`src/source/fetch_defines.svh`:
```
// Fetch stage widths, sizes and reset vector shared by RTL and testbench
`ifndef FETCH_DEFINES_SVH
`define FETCH_DEFINES_SVH

// ====================
// Datapath
// ====================
`define XLEN            32              // Instruction and PC width
`define BLOCK_BYTES     8               // One memory block per Wishbone read
`define INST_PER_BLOCK  2               // Two instructions in a block

// ====================
// Fetch queue
// ====================
`define FIQ_NUM         4               // Entries, power of two
`define FIQ_IDX_WIDTH   2               // Entry index, pointers add a wrap bit

// ====================
// Dispatch
// ====================
`define DP_NUM          2               // Max instructions shown per cycle
`define DP_NUM_WIDTH    2               // Holds 0 to DP_NUM

// Boot address, must be block aligned
`define RESET_PC        32'h0000_1000

`endif
```
`src/source/fetch_pkg.sv`:
```
// Fetch types, one memory block seen as raw bus data or as instructions
`include "fetch_defines.svh"

package fetch_pkg;

    // ====================
    // Memory block view
    // ====================

    // Same double word, decoded two ways
    // Bus side reads it raw, queue side picks instructions out of it
    typedef union packed
    {
        logic [`BLOCK_BYTES*8-1:0]                  dat;    // Raw Wishbone data
        logic [`INST_PER_BLOCK-1:0][`XLEN-1:0]      inst;   // Element 0 is the low word
    } fetch_block_u;

    // Lower address sits in the low word, so inst[0] comes first in program order
    // A block at offset 4 only yields inst[1]

endpackage : fetch_pkg

```
`src/source/fetch_top.sv`:
```
// Fetch stage top joining the PC and bus unit with the fetch queue
`timescale 1ns/1ns
`include "fetch_defines.svh"

module fetch_top import fetch_pkg::*;
(
    input  logic                                clk_i,
    input  logic                                rst_i,
    input  logic                                redirect_i,     // Branch mispredict
    input  logic [`XLEN-1:0]                    redirect_pc_i,
    // Wishbone classic master
    output logic                                wb_cyc_o,
    output logic                                wb_stb_o,
    output logic                                wb_we_o,
    output logic [`XLEN-1:0]                    wb_adr_o,
    input  logic                                wb_ack_i,
    input  fetch_block_u                        wb_dat_i,
    // Dispatch side
    output logic [`DP_NUM_WIDTH-1:0]            dp_avail_o,
    output logic [`DP_NUM-1:0][`XLEN-1:0]       dp_inst_o,
    output logic [`DP_NUM-1:0][`XLEN-1:0]       dp_pc_o,
    input  logic [`DP_NUM_WIDTH-1:0]            dp_take_i
);

    // ====================
    // Internal wiring
    // ====================
    logic [`FIQ_IDX_WIDTH:0]    free_num;       // Queue back to PC unit
    logic [`FIQ_IDX_WIDTH:0]    ins_num;        // PC unit into queue
    logic [`XLEN-1:0]           ins_pc;
    fetch_block_u               ins_data;

    fetch_pc u_pc
    (
        .clk_i          (clk_i),
        .rst_i          (rst_i),
        .redirect_i     (redirect_i),
        .redirect_pc_i  (redirect_pc_i),
        .wb_ack_i       (wb_ack_i),
        .wb_dat_i       (wb_dat_i),
        .free_num_i     (free_num),
        .wb_cyc_o       (wb_cyc_o),
        .wb_stb_o       (wb_stb_o),
        .wb_we_o        (wb_we_o),
        .wb_adr_o       (wb_adr_o),
        .ins_num_o      (ins_num),
        .ins_pc_o       (ins_pc),
        .ins_data_o     (ins_data)
    );

    fetch_queue u_queue
    (
        .clk_i          (clk_i),
        .rst_i          (rst_i),
        .redirect_i     (redirect_i),           // Same cycle flush as PC reload
        .ins_num_i      (ins_num),
        .ins_pc_i       (ins_pc),
        .ins_data_i     (ins_data),
        .dp_take_i      (dp_take_i),
        .free_num_o     (free_num),
        .dp_avail_o     (dp_avail_o),
        .dp_inst_o      (dp_inst_o),
        .dp_pc_o        (dp_pc_o)
    );

endmodule : fetch_top

```
`src/source/fetch_queue.sv`:
```
// Circular fetch queue taking block inserts and presenting the oldest entries to dispatch
`timescale 1ns/1ns
`include "fetch_defines.svh"

module fetch_queue import fetch_pkg::*;
(
    input  logic                                clk_i,
    input  logic                                rst_i,
    input  logic                                redirect_i,     // Flush all entries
    input  logic [`FIQ_IDX_WIDTH:0]             ins_num_i,      // Already capped to free space
    input  logic [`XLEN-1:0]                    ins_pc_i,       // PC of first inserted word
    input  fetch_block_u                        ins_data_i,
    input  logic [`DP_NUM_WIDTH-1:0]            dp_take_i,      // Taken this cycle
    output logic [`FIQ_IDX_WIDTH:0]             free_num_o,
    output logic [`DP_NUM_WIDTH-1:0]            dp_avail_o,
    output logic [`DP_NUM-1:0][`XLEN-1:0]       dp_inst_o,      // Entry 0 is the oldest
    output logic [`DP_NUM-1:0][`XLEN-1:0]       dp_pc_o
);

    localparam int IDX_W    = `FIQ_IDX_WIDTH;
    localparam int CNT_W    = IDX_W + 1;                // Pointer and count width
    localparam int DPW      = `DP_NUM_WIDTH;
    localparam int WORD_LSB = $clog2(`XLEN / 8);
    localparam int SEL_W    = $clog2(`INST_PER_BLOCK);  // Word select inside a block

    // ====================
    // Storage and pointers
    // ====================
    logic [`FIQ_NUM-1:0][`XLEN-1:0]     inst_mem;
    logic [`FIQ_NUM-1:0][`XLEN-1:0]     pc_mem;
    logic [CNT_W-1:0]                   head_q;         // Oldest entry, MSB is wrap
    logic [CNT_W-1:0]                   tail_q;         // Next free entry, MSB is wrap

    logic [CNT_W-1:0]                   used_num;       // Occupancy
    logic [`FIQ_NUM-1:0]                ins_win;        // Entries written at this edge
    logic [`FIQ_NUM-1:0][IDX_W-1:0]     ins_off;        // Slot distance past the tail
    logic [SEL_W-1:0]                   word_off;       // First block word to insert

    // ====================
    // Occupancy
    // ====================
    assign used_num   = tail_q - head_q;                // Wrap bit tells full from empty
    assign free_num_o = CNT_W'(`FIQ_NUM) - used_num;

    always_comb
    begin
        // Cap at dispatch width
        if (used_num > CNT_W'(`DP_NUM))
            dp_avail_o = DPW'(`DP_NUM);
        else
            dp_avail_o = DPW'(used_num);
    end

    // Dispatch view, oldest first
    always_comb
    begin
        logic [IDX_W-1:0] rd_idx;
        for (int n = 0; n < `DP_NUM; n++)
        begin
            rd_idx       = head_q[IDX_W-1:0] + IDX_W'(n);  // Wraps by width
            dp_inst_o[n] = inst_mem[rd_idx];
            dp_pc_o[n]   = pc_mem[rd_idx];
        end
    end

    // ====================
    // Insert window
    // ====================
    assign word_off = ins_pc_i[WORD_LSB +: SEL_W];

    // Each entry checks if it lies within ins_num slots after the tail
    // Modulo distance covers the wrap past the last entry
    always_comb
    begin
        for (int e = 0; e < `FIQ_NUM; e++)
        begin
            ins_off[e] = IDX_W'(e) - tail_q[IDX_W-1:0];
            ins_win[e] = !redirect_i && (CNT_W'(ins_off[e]) < ins_num_i);
        end
    end

    // Payload write, block words steered into the window
    always_ff @(posedge clk_i)
    begin
        for (int e = 0; e < `FIQ_NUM; e++)
        begin
            if (ins_win[e])
            begin
                inst_mem[e] <= ins_data_i.inst[SEL_W'(word_off + ins_off[e])];
                pc_mem[e]   <= ins_pc_i + {ins_off[e], WORD_LSB'(0)};   // 4 bytes per slot
            end
        end
    end

    // ====================
    // Pointer update
    // ====================
    always_ff @(posedge clk_i)
    begin
        if (rst_i || redirect_i)
        begin
            head_q <= '0;                               // Empty queue
            tail_q <= '0;
        end
        else
        begin
            // Pop and insert may share an edge
            head_q <= head_q + CNT_W'(dp_take_i);
            tail_q <= tail_q + ins_num_i;
        end
    end

endmodule : fetch_queue

```
`src/source/fetch_pc.sv`:
```
// PC unit that fetches instruction blocks over a Wishbone classic read port
`timescale 1ns/1ns
`include "fetch_defines.svh"

module fetch_pc import fetch_pkg::*;
(
    input  logic                        clk_i,
    input  logic                        rst_i,
    input  logic                        redirect_i,         // Mispredict, reload PC
    input  logic [`XLEN-1:0]            redirect_pc_i,      // New fetch target
    input  logic                        wb_ack_i,
    input  fetch_block_u                wb_dat_i,
    input  logic [`FIQ_IDX_WIDTH:0]     free_num_i,         // Free queue entries
    output logic                        wb_cyc_o,
    output logic                        wb_stb_o,
    output logic                        wb_we_o,
    output logic [`XLEN-1:0]            wb_adr_o,
    output logic [`FIQ_IDX_WIDTH:0]     ins_num_o,          // Entries to write, ack cycle only
    output logic [`XLEN-1:0]            ins_pc_o,           // PC of first written entry
    output fetch_block_u                ins_data_o
);

    localparam int CNT_W    = `FIQ_IDX_WIDTH + 1;       // Counts up to queue depth
    localparam int WORD_LSB = $clog2(`XLEN / 8);        // Byte bits inside a word
    localparam int BLK_LSB  = $clog2(`BLOCK_BYTES);     // Byte bits inside a block

    // ====================
    // State
    // ====================
    logic [`XLEN-1:0]               pc_q;               // Next instruction to fetch
    logic                           busy_q;             // Bus cycle open, one at a time

    logic                           ack_ok;             // Ack that is honored
    logic [BLK_LSB-WORD_LSB-1:0]    word_off;           // Word position of PC in block
    logic [CNT_W-1:0]               rem_num;            // Instructions from PC to block end

    // ====================
    // Insert cap
    // ====================
    assign ack_ok   = busy_q && wb_ack_i && !redirect_i;    // Redirect cycle drops the ack
    assign word_off = pc_q[BLK_LSB-1:WORD_LSB];
    assign rem_num  = CNT_W'(`INST_PER_BLOCK) - CNT_W'(word_off);  // 2 at offset 0, 1 at 4

    always_comb
    begin
        ins_num_o = '0;                                 // Nothing outside the ack cycle
        if (ack_ok)
        begin
            // Clip to free space, the rest is refetched later
            ins_num_o = (rem_num < free_num_i) ? rem_num : free_num_i;
        end
    end

    // Block and its start PC go straight to the queue
    assign ins_pc_o   = pc_q;
    assign ins_data_o = wb_dat_i;

    // ====================
    // PC and bus state
    // ====================
    always_ff @(posedge clk_i)
    begin
        if (rst_i)
        begin
            pc_q   <= `RESET_PC;
            busy_q <= 1'b0;
        end
        else if (redirect_i)
        begin
            pc_q   <= redirect_pc_i;                    // Open cycle is abandoned
            busy_q <= 1'b0;
        end
        else if (ack_ok)
        begin
            // Advance by what was written; zero keeps PC and refetches
            pc_q   <= pc_q + {ins_num_o, WORD_LSB'(0)};
            busy_q <= 1'b0;                             // One idle cycle, free count settles
        end
        else if (!busy_q)
        begin
            busy_q <= (free_num_i != '0);               // Start only with room in queue
        end
    end

    // ====================
    // Wishbone master
    // ====================
    // Address only moves on ack or redirect, so it holds while strobed
    assign wb_cyc_o = busy_q;
    assign wb_stb_o = busy_q;
    assign wb_we_o  = 1'b0;                             // Read only port
    assign wb_adr_o = {pc_q[`XLEN-1:BLK_LSB], BLK_LSB'(0)};    // Block aligned

endmodule : fetch_pc

```
`config.mk`:
```
export PLATFORM = sky130hd
export DESIGN_NAME = fetch_top
export DESIGN_NICKNAME = d
export VERILOG_FILES = /design/src/source/fetch_pkg.sv /design/src/source/fetch_top.sv /design/src/source/fetch_queue.sv /design/src/source/fetch_pc.sv
export VERILOG_INCLUDE_DIRS = /design/src /design/src/source
export SDC_FILE = /design/constraint.sdc
export NUM_CORES = 1
export LEC_CHECK = 0
export BUFFER_PORTS_ARGS = -buffer_cell sky130_fd_sc_hd__clkbuf_2
export CORE_MARGIN = 3
export CORE_UTILIZATION = 58
export CTS_CLUSTER_DIAMETER = 200
export DETAILED_ROUTE_END_ITERATION = 10
export PLACE_DENSITY = 0.81
export SKIP_CTS_REPAIR_TIMING = 1
export SLEW_MARGIN = 20
export SYNTH_ARGS = -nofsm -noshare
export SYNTH_HDL_FRONTEND = slang
export SYNTH_HIERARCHICAL = 1
export SYNTH_SLANG_ARGS = --single-unit
```
`constraint.sdc`:
```
create_clock -name clk_i -period 11.5 [get_ports clk_i]
set_input_delay 0.575 -clock clk_i [delete_from_list [all_inputs] [get_ports clk_i]]
set_output_delay 0.575 -clock clk_i [all_outputs]
set_load 0.01 [all_outputs]
```
Yosys cells after proc, flatten, opt, wreduce, memory -nomap -nowiden
Cells that the tools add are included.
{"block": "totals", "output_inout_bits": 165, "elab_cells": 76, "regBits": 295, "inputBits": 102}
{"block": "classes", "addsub": 19, "reduce_logical": 11, "n_lt_le_gt_ge": 12, "n_mux": 22}
{"operator": "two-way mux 32 bit", "count": 14}
{"operator": "binary-select mux 32 bit (select 2 bit)", "count": 4}
{"operator": "adder 32 x 4 -> 32 bit", "count": 4}
{"operator": "adder 32 x 5 -> 32 bit", "count": 1}
{"operator": "less-than comparator 2 x 3 -> 1 bit", "count": 4}
{"operator": "less-than comparator 1 x 2 -> 1 bit (second input constant)", "count": 4}
{"operator": "logical AND 1 bit", "count": 6}
{"operator": "less-than comparator 2 x 3 -> 1 bit (second input constant)", "count": 2}
{"operator": "two-way mux 3 bit", "count": 2}
{"operator": "adder 1 bit", "count": 4}
{"operator": "subtractor 1 x 2 -> 2 bit (first input constant)", "count": 2}
{"operator": "subtractor 2 bit (first input constant)", "count": 2}
{"operator": "adder 3 x 2 -> 3 bit", "count": 1}
{"operator": "adder 3 bit", "count": 1}
{"operator": "> comparator 3 x 2 -> 1 bit (second input constant)", "count": 1}
{"operator": "less-than comparator 3 bit", "count": 1}
{"operator": "nonzero test 3 bit", "count": 1}
{"operator": "OR reduction 3 bit", "count": 1}
{"operator": "subtractor 2 x 1 -> 3 bit (first input constant)", "count": 1}
{"operator": "subtractor 3 bit", "count": 1}
{"operator": "subtractor 3 bit (first input constant)", "count": 1}
{"operator": "adder 2 x 1 -> 2 bit (second input constant)", "count": 1}
{"operator": "two-way mux 2 bit", "count": 1}
{"operator": "nonzero test 2 bit", "count": 1}
{"operator": "other kinds (3)", "count": 3}

Depth between registers and ports, before layout
Gate-level depths: netlist of the first run.
{"block": "depth", "ltp_word": 8, "mapped_depth": 18, "ltp_nobuf": 18}

Modules after synthesis
Netlist of the first run, hierarchy kept.
{"mod": "fetch_queue", "area_each_um2": 14586.5, "cells_each": 889, "instances": 1}
{"mod": "fetch_pc", "area_each_um2": 2879.0, "cells_each": 366, "instances": 1}

Worst setup path after synthesis of the first run
Ideal clock, no wire load.
{"block": "synth_path", "path_type": "reg2reg", "start": "reg u_queue.head_q[1]", "end": "reg u_queue/inst_mem[100] (netlist name), enable pin", "n_path_buf": 2, "setup_ns": 0.488, "path_stages_with_launch": 18, "path_slack_ns": 4.262, "period_less_slack_ns": 7.238, "arrival_ns": 6.750, "required_time_ns": 11.012, "path_cell_list": "dfxtp_1 buf_4 buf_2 inv_1 fa_1 ha_1 inv_1 inv_1 ha_1 nor2b_1 o21ai_0 a21oi_1 a2111oi_0 inv_1 ha_1 a21oi_1 nor2_1 nor2_1"}
{"block": "synth_via", "elab_chain_len": 7}
{"element": "start: declaration", "line_no": "fetch_queue.sv:31", "source": "logic [CNT_W-1:0] head_q;"}
{"element": "start signal: assignment", "line_no": "fetch_queue.sv:108", "source": "head_q <= head_q + CNT_W'(dp_take_i);"}
{"element": "subtractor 3 bit *", "line_no": "fetch_queue.sv:42", "source": "assign used_num = tail_q - head_q;"}
{"element": "subtractor 3 bit *", "line_no": "fetch_queue.sv:43", "source": "assign free_num_o = CNT_W'(`FIQ_NUM) - used_num;"}
{"element": "named net free_num[1]", "line_no": "fetch_top.sv:28", "source": "logic [`FIQ_IDX_WIDTH:0] free_num;"}
{"element": "less-than comparator 3 bit", "line_no": "fetch_pc.sv:50", "source": "ins_num_o = (rem_num < free_num_i) ? rem_num : free_num_i;"}
{"element": "two-way mux 3 bit *", "line_no": "fetch_pc.sv:50"}
{"element": "two-way mux 3 bit *", "line_no": "fetch_pc.sv:47", "source": "if (ack_ok)"}
{"element": "named net ins_num[1]", "line_no": "fetch_top.sv:29", "source": "logic [`FIQ_IDX_WIDTH:0] ins_num;"}
{"element": "less-than comparator 2 x 3 -> 1 bit *", "line_no": "fetch_queue.sv:78", "source": "ins_win[e] = !redirect_i && (CNT_W'(ins_off[e]) < ins_num_i);"}
{"element": "logical AND 1 bit *", "line_no": "fetch_queue.sv:78"}
{"element": "named net u_queue.ins_win[3]", "line_no": "fetch_queue.sv:35", "source": "logic [`FIQ_NUM-1:0] ins_win;"}
{"element": "end signal: indexed assignment", "line_no": "fetch_queue.sv:89", "source": "inst_mem[e] <= ins_data_i.inst[SEL_W'(word_off + ins_off[e])];"}
{"element": "end: declaration", "line_no": "fetch_queue.sv:29", "source": "logic [`FIQ_NUM-1:0][`XLEN-1:0] inst_mem;"}
The timed path passes the listed nets; every way through them passes the cells marked *.
A chain may end at the register's enable or synchronous reset.

Worst setup path in the final report of the first run
{"block": "layout_path", "start": "reg u_queue.head_q[0]", "end": "reg u_queue/inst_mem[90] (netlist name), enable pin"}
The elaborated chain is that of the path after synthesis.

==> key figures, run 1 <==
Status
  – Status: complete, no violations

Critical path
  – Worst setup EP type: register
  – Worst path required time: about 12 ns
  – CP Class: reg -> reg
  – Crit Path Max Fanout: about 80
  – Crit-path max cell delay: roughly 1.1 ns
  – Crit-path cells: ha_1, inv_1, fa_1, ha_1, inv_1, inv_1, ha_1, nor2b_1, o21ai_0, a21oi_1, a2111oi_1, inv_1, ha_1, a21oi_1, nor2_1, nor2_4, buf_4
  – Crit path DAT: roughly 6.5 ns
  – Slowest cell on crit path: dfxtp_4
  – Setup crit start kind: register

GRT
  – Vias in the first global route: 11700
  – GR Overflow Total: 0
  – Largest net degree at the start of global routing: 79
  – GRT Util Overall: 25.6%
  – First-pass GRT wire length: 66.6 mm
  – Antenna violations before repair: 0

Synthesis
  – Syn Inst Count: around 1300
  – Synth Area in Compound Gates: 3.42%
  – Largest family of logic cells by synthesized area: multiplexers
  – Asr flop ratio synth: 0%
  – Adder-Cell Fraction of Synth Area: 2.35%
  – Post-synthesis sequential area ratio: 48.5%
  – Number of flops mapped to enable cells by yosys: 256
  – #FFs+latches synth: 295
  – Synthesized area: 17500 um^2
  – Unique masters post-synth: between 70 and 80
  – YS warnings: 6
  – Multiplexer share of the synthesized area: 20.7%
  – Syn Area/Cell: roughly 14 um^2
  – Synth Area in XOR/XNOR: 6.42%
  – Simple-Gate Fraction of Synth Area: 10.8%
  – Post-synth top flop: edfxtp_1

Clock network
  – Reg clk slew, reported paths: 0.06 ns
  – Clock sinks: ~300
  – Root Driver: clkbuf_16
  – H-tree depth: 1
  – Num CTS Buffers: 30
  – CTS tree: yes
  – Clock tree buffer depth: 3
  – Worst skew pair latency: roughly 0.55 ns

STA
  – Post-route clock period utilization: 54.8%
  – Sum Neg Setup Slack: 0 ns
  – Fin crit period: between 6 and 7 ns
  – F_max: about 160 MHz
  – Relative slew slack: ~28%
  – Setup Viol. Count Final: 0
  – Clk_skew: 0.0207 ns
  – Tightest Pin Transition: 1.09 ns
  – Final Hold Fails: 0
  – Max Slew Vio Count: 0
  – Unrepaired setup endpoints after global routing: no

Placed design
  – Routability Congestion: 0.886
  – DP HPWL: about 29 mm
  – PortBufs: roughly 260

Cells and area
  – Final Core Density: about two thirds
  – Area added between synthesis and finish: 9.76%
  – Final-stage net count: 1506
  – Filler cells: 2090
  – Layout cells sized above 1: 40.2%
  – Seq. cell area: about 8500 um^2
  – ANT cells: 0
  – Multi-input gate area: 7690 um^2

Die
  – Core area: 29200 um^2
  – Die X: ~180 um
  – Cell row count: 62
  – Starting Density: ~60%
  – Die height: 180 um
  – Die area: 32200 um^2
  – Top Ports: 267

Pwr
  – Leakage power: 0.00680 uW
  – Pwr dens: 142 nW/um^2
  – Peak VDD IR: 0.000102 V

Drt
  – Residual DRC: 0
  – DR vias: about 12000
  – WL final: 42.5 mm
  – Pre-antenna DRT Iters: 5
  – Starting DRT DRC Count: 1312
  – Via density: 6.50
  – Routed len/inst: 23.9 um
  – ANT nets after route: 0

Flow run
  – MaxCap Viol Count: 0

Worst hold path
  – Hold crit path type: in -> reg
## kinds of logic (layout without fill, tap and decap cells)
logic type | after synthesis | count (layout)
flops | 295 | 295
buf+inv | 219 | 358
compound gates | 82 | 82
other cells | 1 | 6
xor+xnor | 128 | 128
simple gates | 308 | 308
fa+ha+maj | 28 | 28
mux | 194 | 194
## power breakdown
group	internal, uW	leakage (uW)	switching, uW	total (uW)
clock network	589	0.000470	399	988
registers	1250	0.00275	77.1	1330
logic	189	0.00358	209	399
## per-stage QoR
stage	area [um^2]	cells	power (uW)	worst slack, ns	hold slack [ns]
after CTS	19200	1783	2730	4.91	0.255
after detailed placement	18200	1728	1740	4.96	0.506
after global placement	18200	1728	1730	5.11	0.502
after floorplan	17500	1260	1610	4.26	0.459
final	19200	1783	2710	5.20	0.269
after global routing	19200	1783	2810	4.73	0.276
## cells in the mapped netlist (7+ instances only)
cell / count / area [um^2]
buf_4: 120 / 901
nand2_1: 44 / 165
nand3_1: 41 / 205
fa_1: 8 / 160
ha_1: 20 / 250
dfxtp_1: 39 / 781
a211oi_1: 10 / 75.1
clkbuf_1: 15 / 56.3
xnor2_1: 71 / 622
o21ai_0: 13 / 65.1
and3_1: 17 / 106
inv_1: 27 / 101
buf_1: 19 / 71.3
a21oi_1: 17 / 85.1
buf_2: 30 / 150
nor3_2: 9 / 90.1
nand4_1: 37 / 231
mux4_2: 128 / 2880
nor4_2: 8 / 100
xor2_1: 57 / 499
and2_1: 7 / 43.8
a311oi_1: 7 / 61.3
nor4_1: 14 / 87.6
nor2_1: 58 / 218
buf_6: 7 / 78.8
edfxtp_1: 256 / 7690
nor3_1: 17 / 85.1
mux2_2: 64 / 721
## worst paths after layout
path                startpoint  slack [ns]                    to  cells past startpoint
max          u_queue/head_q[0]        5.20  u_queue/inst_mem[90]                     17
min          redirect_pc_i[12]        0.27     u_pc/ins_pc_o[12]                      3
max reg2reg  u_queue/head_q[0]        5.20  u_queue/inst_mem[90]                     17
min reg2reg   u_pc/ins_pc_o[1]        0.52    u_queue/pc_mem[33]                      0
## registers in the layout, indices dropped and copies added (netlist names)
| register | count |
|---|---|
| u_pc/ins_pc_o | 32 |
| u_pc/wb_cyc_o | 1 |
| u_queue/head_q | 3 |
| u_queue/inst_mem | 128 |
| u_queue/pc_mem | 128 |
| u_queue/tail_q | 3 |
## layout by cell type, fill, tap and decap left out, drive strengths merged, types with 3 or more instances in the layout
cell type / count
a211oi: 10
a2111oi: 3
clkbuf: 301
nand2: 45
buf: 13
nor3b: 4
nor4: 22
fa: 8
a21o: 4
nor2b: 4
nand3b: 3
and3: 18
and4: 9
nand3: 45
conb: 6
and2: 9
mux4: 128
clkinvlp: 7
xor2: 57
bufinv: 4
nor2: 58
xnor2: 71
a311oi: 7
dfxtp: 39
mux2: 64
clkinv: 6
or3: 6
o21ai: 14
edfxtp: 256
o221ai: 3
inv: 27
nand2b: 3
a21oi: 17
ha: 20
a31oi: 4
nand4: 43
nor3: 27
or4: 4
## cell type report
cell class	instances	share of cell area [%]
Clock buffer	39	4.26
Sequential cell	295	44.2
Clock inverter	16	1.01
Timing Repair Buffer	275	7.37
Tap cell	384	2.51
Inverter	28	0.548
Multi-Input combinational cell	746	40.1
## per-layer routing
layer | wire length, um | up-vias | track usage [%]
li1 | - | 4976 | -
met1 | 16400 | 5740 | 35.9
met2 | 20400 | 766 | 41.8
met3 | 4360 | 108 | 4.24
met4 | 1370 | 0 | 7.74
met5 | 0 | - | 0
## worst max-delay path: cells and delay by family, from the launching register on
family	cells	cell delay, ns
adder cells (fa/ha/maj)	5	1.72
AND/OR/NAND/NOR	3	0.83
buffers and inverters	5	1.17
AO/OA/AOI/OAI	4	1.10
flip-flops	1	1.06
(Power assumes the default switching activity.)
==> inputs of run 2 (changes only) <==
==> constraint.sdc (replaced) <==
create_clock -name clk_i -period 6.5 [get_ports clk_i]
set_input_delay 0.325 -clock clk_i [delete_from_list [all_inputs] [get_ports clk_i]]
set_output_delay 0.325 -clock clk_i [all_outputs]
set_load 0.01 [all_outputs]
==> run 2 against run 1 <==
Non-clock buffer count up 4. Largest power group unchanged. First-iteration DRC count down 4.3%. Maximum frequency up 23%.
==> key figures, run 2 (synthesis gave the netlist of run 1 again) <==
Status
  – Status: complete, no violations (unchanged)

Flow run
  – MaxCap Viol Count: 0 (unchanged)

Clock network
  – Num CTS Buffers: 31 (was 30)
  – Clock tree buffer depth: 3 (unchanged)
  – Reg clk slew, reported paths: 0.06 ns (about the same)
  – Root Driver: clkbuf_16 (unchanged)
  – H-tree depth: 1 (unchanged)
  – Clock sinks: 295 (unchanged)
  – CTS tree: yes (unchanged)
  – Worst skew pair latency: 0.57 ns (was 0.55 ns)

Pwr
  – Tot Pwr: 4830 uW (was 2710 uW)
  – Clk pwr share: 36.5% (was 36.4%)
  – Seq pwr share: 48.3% (was 48.9%)
  – Pwr dens: 250 nW/um^2 (was 142 nW/um^2)
  – Sw power: 1240 uW (was 686 uW)
  – Comb power frac: 15.2% (was 14.7%)
  – Switch share: 25.7% (was 25.3%)
  – Leakage power: 0.00687 uW (was 0.00680 uW)
  – Cell internal pwr: 3590 uW (was 2030 uW)
  – Peak VDD IR: 0.000186 V (was 0.000102 V)

Cells and area
  – Cell Count, Final, Fillers Out: 1788 (was 1783)
  – Final Core Density: 66.1% (was 65.7%)
  – Area added between synthesis and finish: 10.4% (was 9.76%)
  – Layout cells sized above 1: 40.4% (was 40.2%)
  – Most common cell after layout, fill and taps aside: clkbuf_2 (unchanged)
  – Final-stage net count: 1511 (was 1506)
  – Commonest non-fill, non-tap cells in the layout: clkbuf_2, edfxtp_1, mux4_2, xnor2_1, mux2_2 (unchanged)
  – ANT cells: 0 (unchanged)

Die
  – Cell row count: 62 (unchanged)
  – Core area: 29200 um^2 (unchanged)
  – Die X: 180 um (unchanged)
  – Starting Density: 59.9% (unchanged)
  – Top Ports: 267 (unchanged)
  – Die height: 180 um (unchanged)
  – Die area: 32200 um^2 (unchanged)

Critical path
  – Crit-path cells: inv_1, ha_1, inv_1, fa_1, ha_1, inv_1, inv_1, ha_1, nor2b_1, o21ai_0, a21oi_1, a2111oi_0, buf_4, inv_1, ha_1, a21oi_1, nor2_1, nor2_4, buf_12 (was ha_1, inv_1, fa_1, ha_1, inv_1, inv_1, ha_1, nor2b_1, o21ai_0, a21oi_1, a2111oi_1, inv_1, ha_1, a21oi_1, nor2_1, nor2_4, buf_4)
  – CP dominant cell by count: inv_1
  – Worst path required time: 6.74 ns (was 11.67 ns)
  – Slowest cell on crit path: nor2_4 (was dfxtp_4)
  – CP Class: reg -> reg (unchanged)
  – RR Startpoint: u_queue/tail_q[0] (was u_queue/head_q[0])
  – R2R cell count: 19 (was 17)
  – Critical R2R Capture: u_queue/inst_mem[3] (was u_queue/inst_mem[90])
  – R2r setup slk: 1.39 ns (was 5.20 ns)
  – Crit-path max cell delay: 0.71 ns (was 1.06 ns)
  – Crit path DAT: 5.34 ns (was 6.46 ns)
  – Setup crit start kind: register (unchanged)
  – Crit Path Max Fanout: 40 (was 78)
  – Worst setup EP type: register (unchanged)

GRT
  – Vias in the first global route: 11900 (was 11700)
  – Largest net degree at the start of global routing: 130 (was 79)
  – GR Overflow Total: 0 (unchanged)
  – GRT Util Overall: 25.9% (was 25.6%)
  – First-pass GRT wire length: 67.6 mm (was 66.6 mm)
  – Antenna violations before repair: 0 (unchanged)

STA
  – Sum Neg Setup Slack: 0 ns (unchanged)
  – Relative slew slack: 31.8% (was 27.6%)
  – Clk_skew: 0.0207 ns (about the same)
  – Fin crit period: 5.11 ns (was 6.30 ns)
  – Max Slew Vio Count: 0 (unchanged)
  – Final Hold Fails: 0 (unchanged)
  – Tightest Pin Transition: 1.02 ns (was 1.09 ns)
  – Setup Viol. Count Final: 0 (unchanged)
  – Post-route clock period utilization: 78.6% (was 54.8%)
  – F_max: 196 MHz (was 159 MHz)
  – Setup WS post-layout: 1.39 ns (was 5.20 ns)
  – Unrepaired setup endpoints after global routing: no (unchanged)

Drt
  – Residual DRC: 0 (unchanged)
  – Routed len/inst: 23.9 um (about the same)
  – WL final: 42.7 mm (was 42.5 mm)
  – ANT nets after route: 0 (unchanged)
  – Pre-antenna DRT Iters: 5 (unchanged)
  – DR vias: 11700 (was 11600)
  – Via density: 6.52 (was 6.50)
  – Starting DRT DRC Count: 1255 (was 1312)

Placed design
  – DP HPWL: 29.1 mm (was 28.8 mm)
  – Pre-CTS setup slack: 1.46 ns (was 4.96 ns)
  – Placed insts: 1729 (was 1728)
  – PortBufs: 262 (unchanged)
  – Routability Congestion: 0.902 (was 0.886)

Worst hold path
  – Hold crit path type: in -> reg (unchanged)
  – Hold depth: 3 (unchanged)
  – Min-delay src: redirect_pc_i[1] (was redirect_pc_i[12])
  – Hold path endpoint: u_pc/ins_pc_o[1] (was u_pc/ins_pc_o[12])
## run 2: final cells by class
type                            count  area [um^2]
Inverter                           28          105
Sequential cell                   295         8480
Tap cell                          384          480
Multi-Input combinational cell    746         7690
Timing Repair Buffer              279         1510
Fill cell                        2119         9880
Clock buffer                       34          787
Clock inverter                     22          236
## run 2: how the worst max path moves through the flow
stage | cells past startpoint | to | slack (ns) | from
2_1_floorplan | 17 | u_queue/inst_mem[100] | 0.36 | u_queue/head_q[1]
3_3_place_gp | 19 | u_queue/inst_mem[21] | 1.73 | u_queue/tail_q[0]
3_5_place_dp | 19 | u_queue/inst_mem[29] | 1.46 | u_queue/tail_q[0]
4_1_cts | 19 | u_queue/inst_mem[9] | 1.44 | u_queue/tail_q[0]
5_1_grt | 19 | u_queue/inst_mem[9] | 1.18 | u_queue/tail_q[0]
6_report | 19 | u_queue/inst_mem[3] | 1.39 | u_queue/tail_q[0]
## run 2: critical path, delay by kind of cell, from the launching register on
kind,cells,cell delay (ns)
compound gates,4,0.87
buf+inv,7,0.98
fa+ha+maj,5,1.55
simple gates,3,0.93
flops,1,0.39
## run 2: stage by stage
stage	instance area [um^2]	hold WS [ns]
after floorplan	17500	0.396
after global placement	18200	0.529
after detailed placement	18200	0.525
after CTS	19200	-0.0296
after global routing	19300	0.0196
final	19300	0.00558
## run 2: per-layer routing
metal | vias to the layer above | track usage (%) | wire length (um)
met5 | - | 0 | 0
met4 | 0 | 6.47 | 1020
met3 | 86 | 4.39 | 4440
met2 | 806 | 43.2 | 20600
met1 | 5755 | 36.1 | 16600
li1 | 5011 | - | -
## run 2: power by group through the flow
stage | clock, uW | sequential [uW] | combinational [uW]
floorplan | 0 | 2300 | 555
global placement | 0 | 2350 | 714
detailed placement | 0 | 2360 | 734
CTS | 1790 | 2320 | 736
global route | 1870 | 2340 | 789
finish | 1760 | 2330 | 735
==> inputs of run 3 (changes only) <==
==> constraint.sdc (replaced) <==
create_clock -name clk_i -period 4.85 [get_ports clk_i]
set_input_delay 0.2425 -clock clk_i [delete_from_list [all_inputs] [get_ports clk_i]]
set_output_delay 0.2425 -clock clk_i [all_outputs]
set_load 0.01 [all_outputs]
==> run 3 against run 2 <==
The run now ends with negative hold slack left. Non-clock buffer count grew 18. Utilization grew 0.61 points. Clock-buffer cell count grew 1. Sequential power grew 34%. Maximum frequency grew 13%. Power grew 33%. Routed wire length shrank 1.3%.
==> key figures, run 3 (synthesis gave the netlist of run 1 again) <==
Die
  – Die area: 32200 um^2 (unchanged)
  – Starting Density: 59.9% (unchanged)
  – Die X: 180 um (unchanged)
  – Core area: 29200 um^2 (unchanged)
  – Top Ports: 267 (unchanged)
  – Cell row count: 62 (unchanged)
  – Die height: 180 um (unchanged)

STA
  – Setup WS post-layout: 0.328 ns (was 1.39 ns)
  – Relative slew slack: 40.0% (was 31.8%)
  – F_max: 221 MHz (was 196 MHz)
  – Final Hold Fails: 3 (was 0)
  – Sum Neg Setup Slack: 0 ns (unchanged)
  – Max Slew Vio Count: 0 (unchanged)
  – Tightest Pin Transition: 0.901 ns (was 1.02 ns)
  – Post-route clock period utilization: 93.2% (was 78.6%)
  – Worst hold margin: -0.0327 ns (was 0.00558 ns)
  – Setup Viol. Count Final: 0 (unchanged)
  – Unrepaired setup endpoints after global routing: no (unchanged)
  – Fin crit period: 4.52 ns (was 5.11 ns)
  – Clk_skew: 0.0158 ns (was 0.0207 ns)

Clock network
  – Worst skew pair latency: 0.55 ns (was 0.57 ns)
  – CTS tree: yes (unchanged)
  – Clock sinks: 295 (unchanged)
  – Root Driver: clkbuf_16 (unchanged)
  – Clock tree buffer depth: 3 (unchanged)
  – H-tree depth: 1 (unchanged)
  – Num CTS Buffers: 30 (was 31)
  – Reg clk slew, reported paths: 0.07 ns (was 0.06 ns)

Worst hold path
  – Min-delay src: redirect_pc_i[6] (was redirect_pc_i[1])
  – Hold crit path type: in -> reg (unchanged)
  – Hold path endpoint: u_pc/ins_pc_o[6] (was u_pc/ins_pc_o[1])
  – Hold depth: 3 (unchanged)

Critical path
  – Slowest cell on crit path: or3_2 (was nor2_4)
  – RR Startpoint: u_queue/tail_q[0] (unchanged)
  – R2R cell count: 19 (unchanged)
  – R2r setup slk: 0.33 ns (was 1.39 ns)
  – Crit path DAT: 4.96 ns (was 5.34 ns)
  – Crit-path max cell delay: 0.47 ns (was 0.71 ns)
  – Critical R2R Capture: u_pc/ins_pc_o[26] (was u_queue/inst_mem[3])
  – Worst path required time: 5.29 ns (was 6.74 ns)
  – CP Class: reg -> reg (unchanged)
  – Crit Path Max Fanout: 9 (was 40)
  – Setup crit start kind: register (unchanged)
  – Crit-path cells: inv_1, ha_1, inv_1, fa_1, ha_1, inv_1, inv_1, ha_1, nor2b_1, o21ai_0, a21oi_1, a2111oi_4, fa_1, a21o_1, nand4_1, buf_4, buf_4, or3_2, o311a_1 (was inv_1, ha_1, inv_1, fa_1, ha_1, inv_1, inv_1, ha_1, nor2b_1, o21ai_0, a21oi_1, a2111oi_0, buf_4, inv_1, ha_1, a21oi_1, nor2_1, nor2_4, buf_12)
  – CP dominant cell by count: inv_1 (unchanged)
  – Worst setup EP type: register (unchanged)

Flow run
  – MaxCap Viol Count: 0 (unchanged)

GRT
  – GRT Util Overall: 25.4% (was 25.9%)
  – Antenna violations before repair: 1 (was 0)
  – Largest net degree at the start of global routing: 130 (unchanged)
  – First-pass GRT wire length: 66.0 mm (was 67.6 mm)
  – Vias in the first global route: 11900 (about the same)
  – GR Overflow Total: 0 (unchanged)

Placed design
  – DP Area: 18200 um^2 (about the same)
  – Routability Congestion: 0.922 (was 0.902)
  – DP HPWL: 28.2 mm (was 29.1 mm)
  – PortBufs: 262 (unchanged)
  – Placed insts: 1729 (unchanged)
  – Pre-CTS setup slack: 0.247 ns (was 1.46 ns)

Cells and area
  – Area added between synthesis and finish: 11.4% (was 10.4%)
  – ANT cells: 0 (unchanged)
  – Commonest non-fill, non-tap cells in the layout: clkbuf_2, edfxtp_1, mux4_2, xnor2_1, mux2_2 (unchanged)
  – Most common cell after layout, fill and taps aside: clkbuf_2 (unchanged)
  – Cell Count, Final, Fillers Out: 1804 (was 1788)
  – Final-stage net count: 1528 (was 1511)
  – Design Area, Final: 19500 um^2 (was 19300 um^2)
  – Final Core Density: 66.7% (was 66.1%)
  – Layout cells sized above 1: 40.1% (was 40.4%)

Pwr
  – Pwr dens: 330 nW/um^2 (was 250 nW/um^2)
  – Peak VDD IR: 0.000273 V (was 0.000186 V)
  – Leakage power: 0.00693 uW (was 0.00687 uW)

Status
  – Failing checks: negative hold slack
  – Status: finished, violations left (was complete, no violations)

Drt
  – DR vias: 11600 (was 11700)
  – Routed len/inst: 23.3 um (was 23.9 um)
  – Via density: 6.43 (was 6.52)
  – Starting DRT DRC Count: 1192 (was 1255)
  – Residual DRC: 0 (unchanged)
  – ANT nets after route: 0 (unchanged)
  – WL final: 42.1 mm (was 42.7 mm)
  – Pre-antenna DRT Iters: 6 (was 5)
-- run 3: worst max-delay path by stage --
stage | from | to | slack (ns)
floorplan | u_queue/head_q[1] | u_queue/inst_mem[100] | 0.05
global placement | u_queue/tail_q[0] | u_pc/ins_pc_o[22] | 0.40
detailed placement | u_queue/tail_q[0] | u_pc/ins_pc_o[22] | 0.25
CTS | u_queue/tail_q[0] | u_pc/ins_pc_o[22] | 0.11
global route | u_queue/tail_q[0] | u_pc/ins_pc_o[13] | 0.04
finish | u_queue/tail_q[0] | u_pc/ins_pc_o[26] | 0.33
-- run 3: worst max-delay path, delay by kind of cell, from the launching register on --
family                     cells  cell delay [ns]
AOI/OAI and AO/OA              5             1.08
buffers and inverters          6             0.70
adders and majority gates      5             1.56
and+or+nand+nor                3             0.70
DFF                            1             0.38
-- run 3: metal layers --
metal	track usage, %	up-vias	routed length, um
met5	0	-	13
met4	7.33	2	944
met3	4.75	68	4050
met2	42.0	684	20600
met1	34.7	5797	16500
li1	-	5043	-
-- run 3: power breakdown --
group,internal [uW],switching (uW)
logic,472,522
clock network,1370,933
registers,2960,160
total,4810,1610
-- run 3: area by class of cell --
cell class                      count  area, um^2
Clock buffer                       35         791
Clock inverter                     19         200
Fill cell                        2043        9710
Inverter                           28         105
Multi-Input combinational cell    746        7710
Sequential cell                   295        8480
Tap cell                          384         480
Timing Repair Buffer              297        1700
-- run 3: per-stage QoR --
stage	hold slack [ns]	power, uW
after floorplan	0.314	3830
after global placement	0.480	4110
after detailed placement	0.491	4150
after CTS	-0.0799	6450
after global routing	0.00162	6670
final	-0.0327	6420
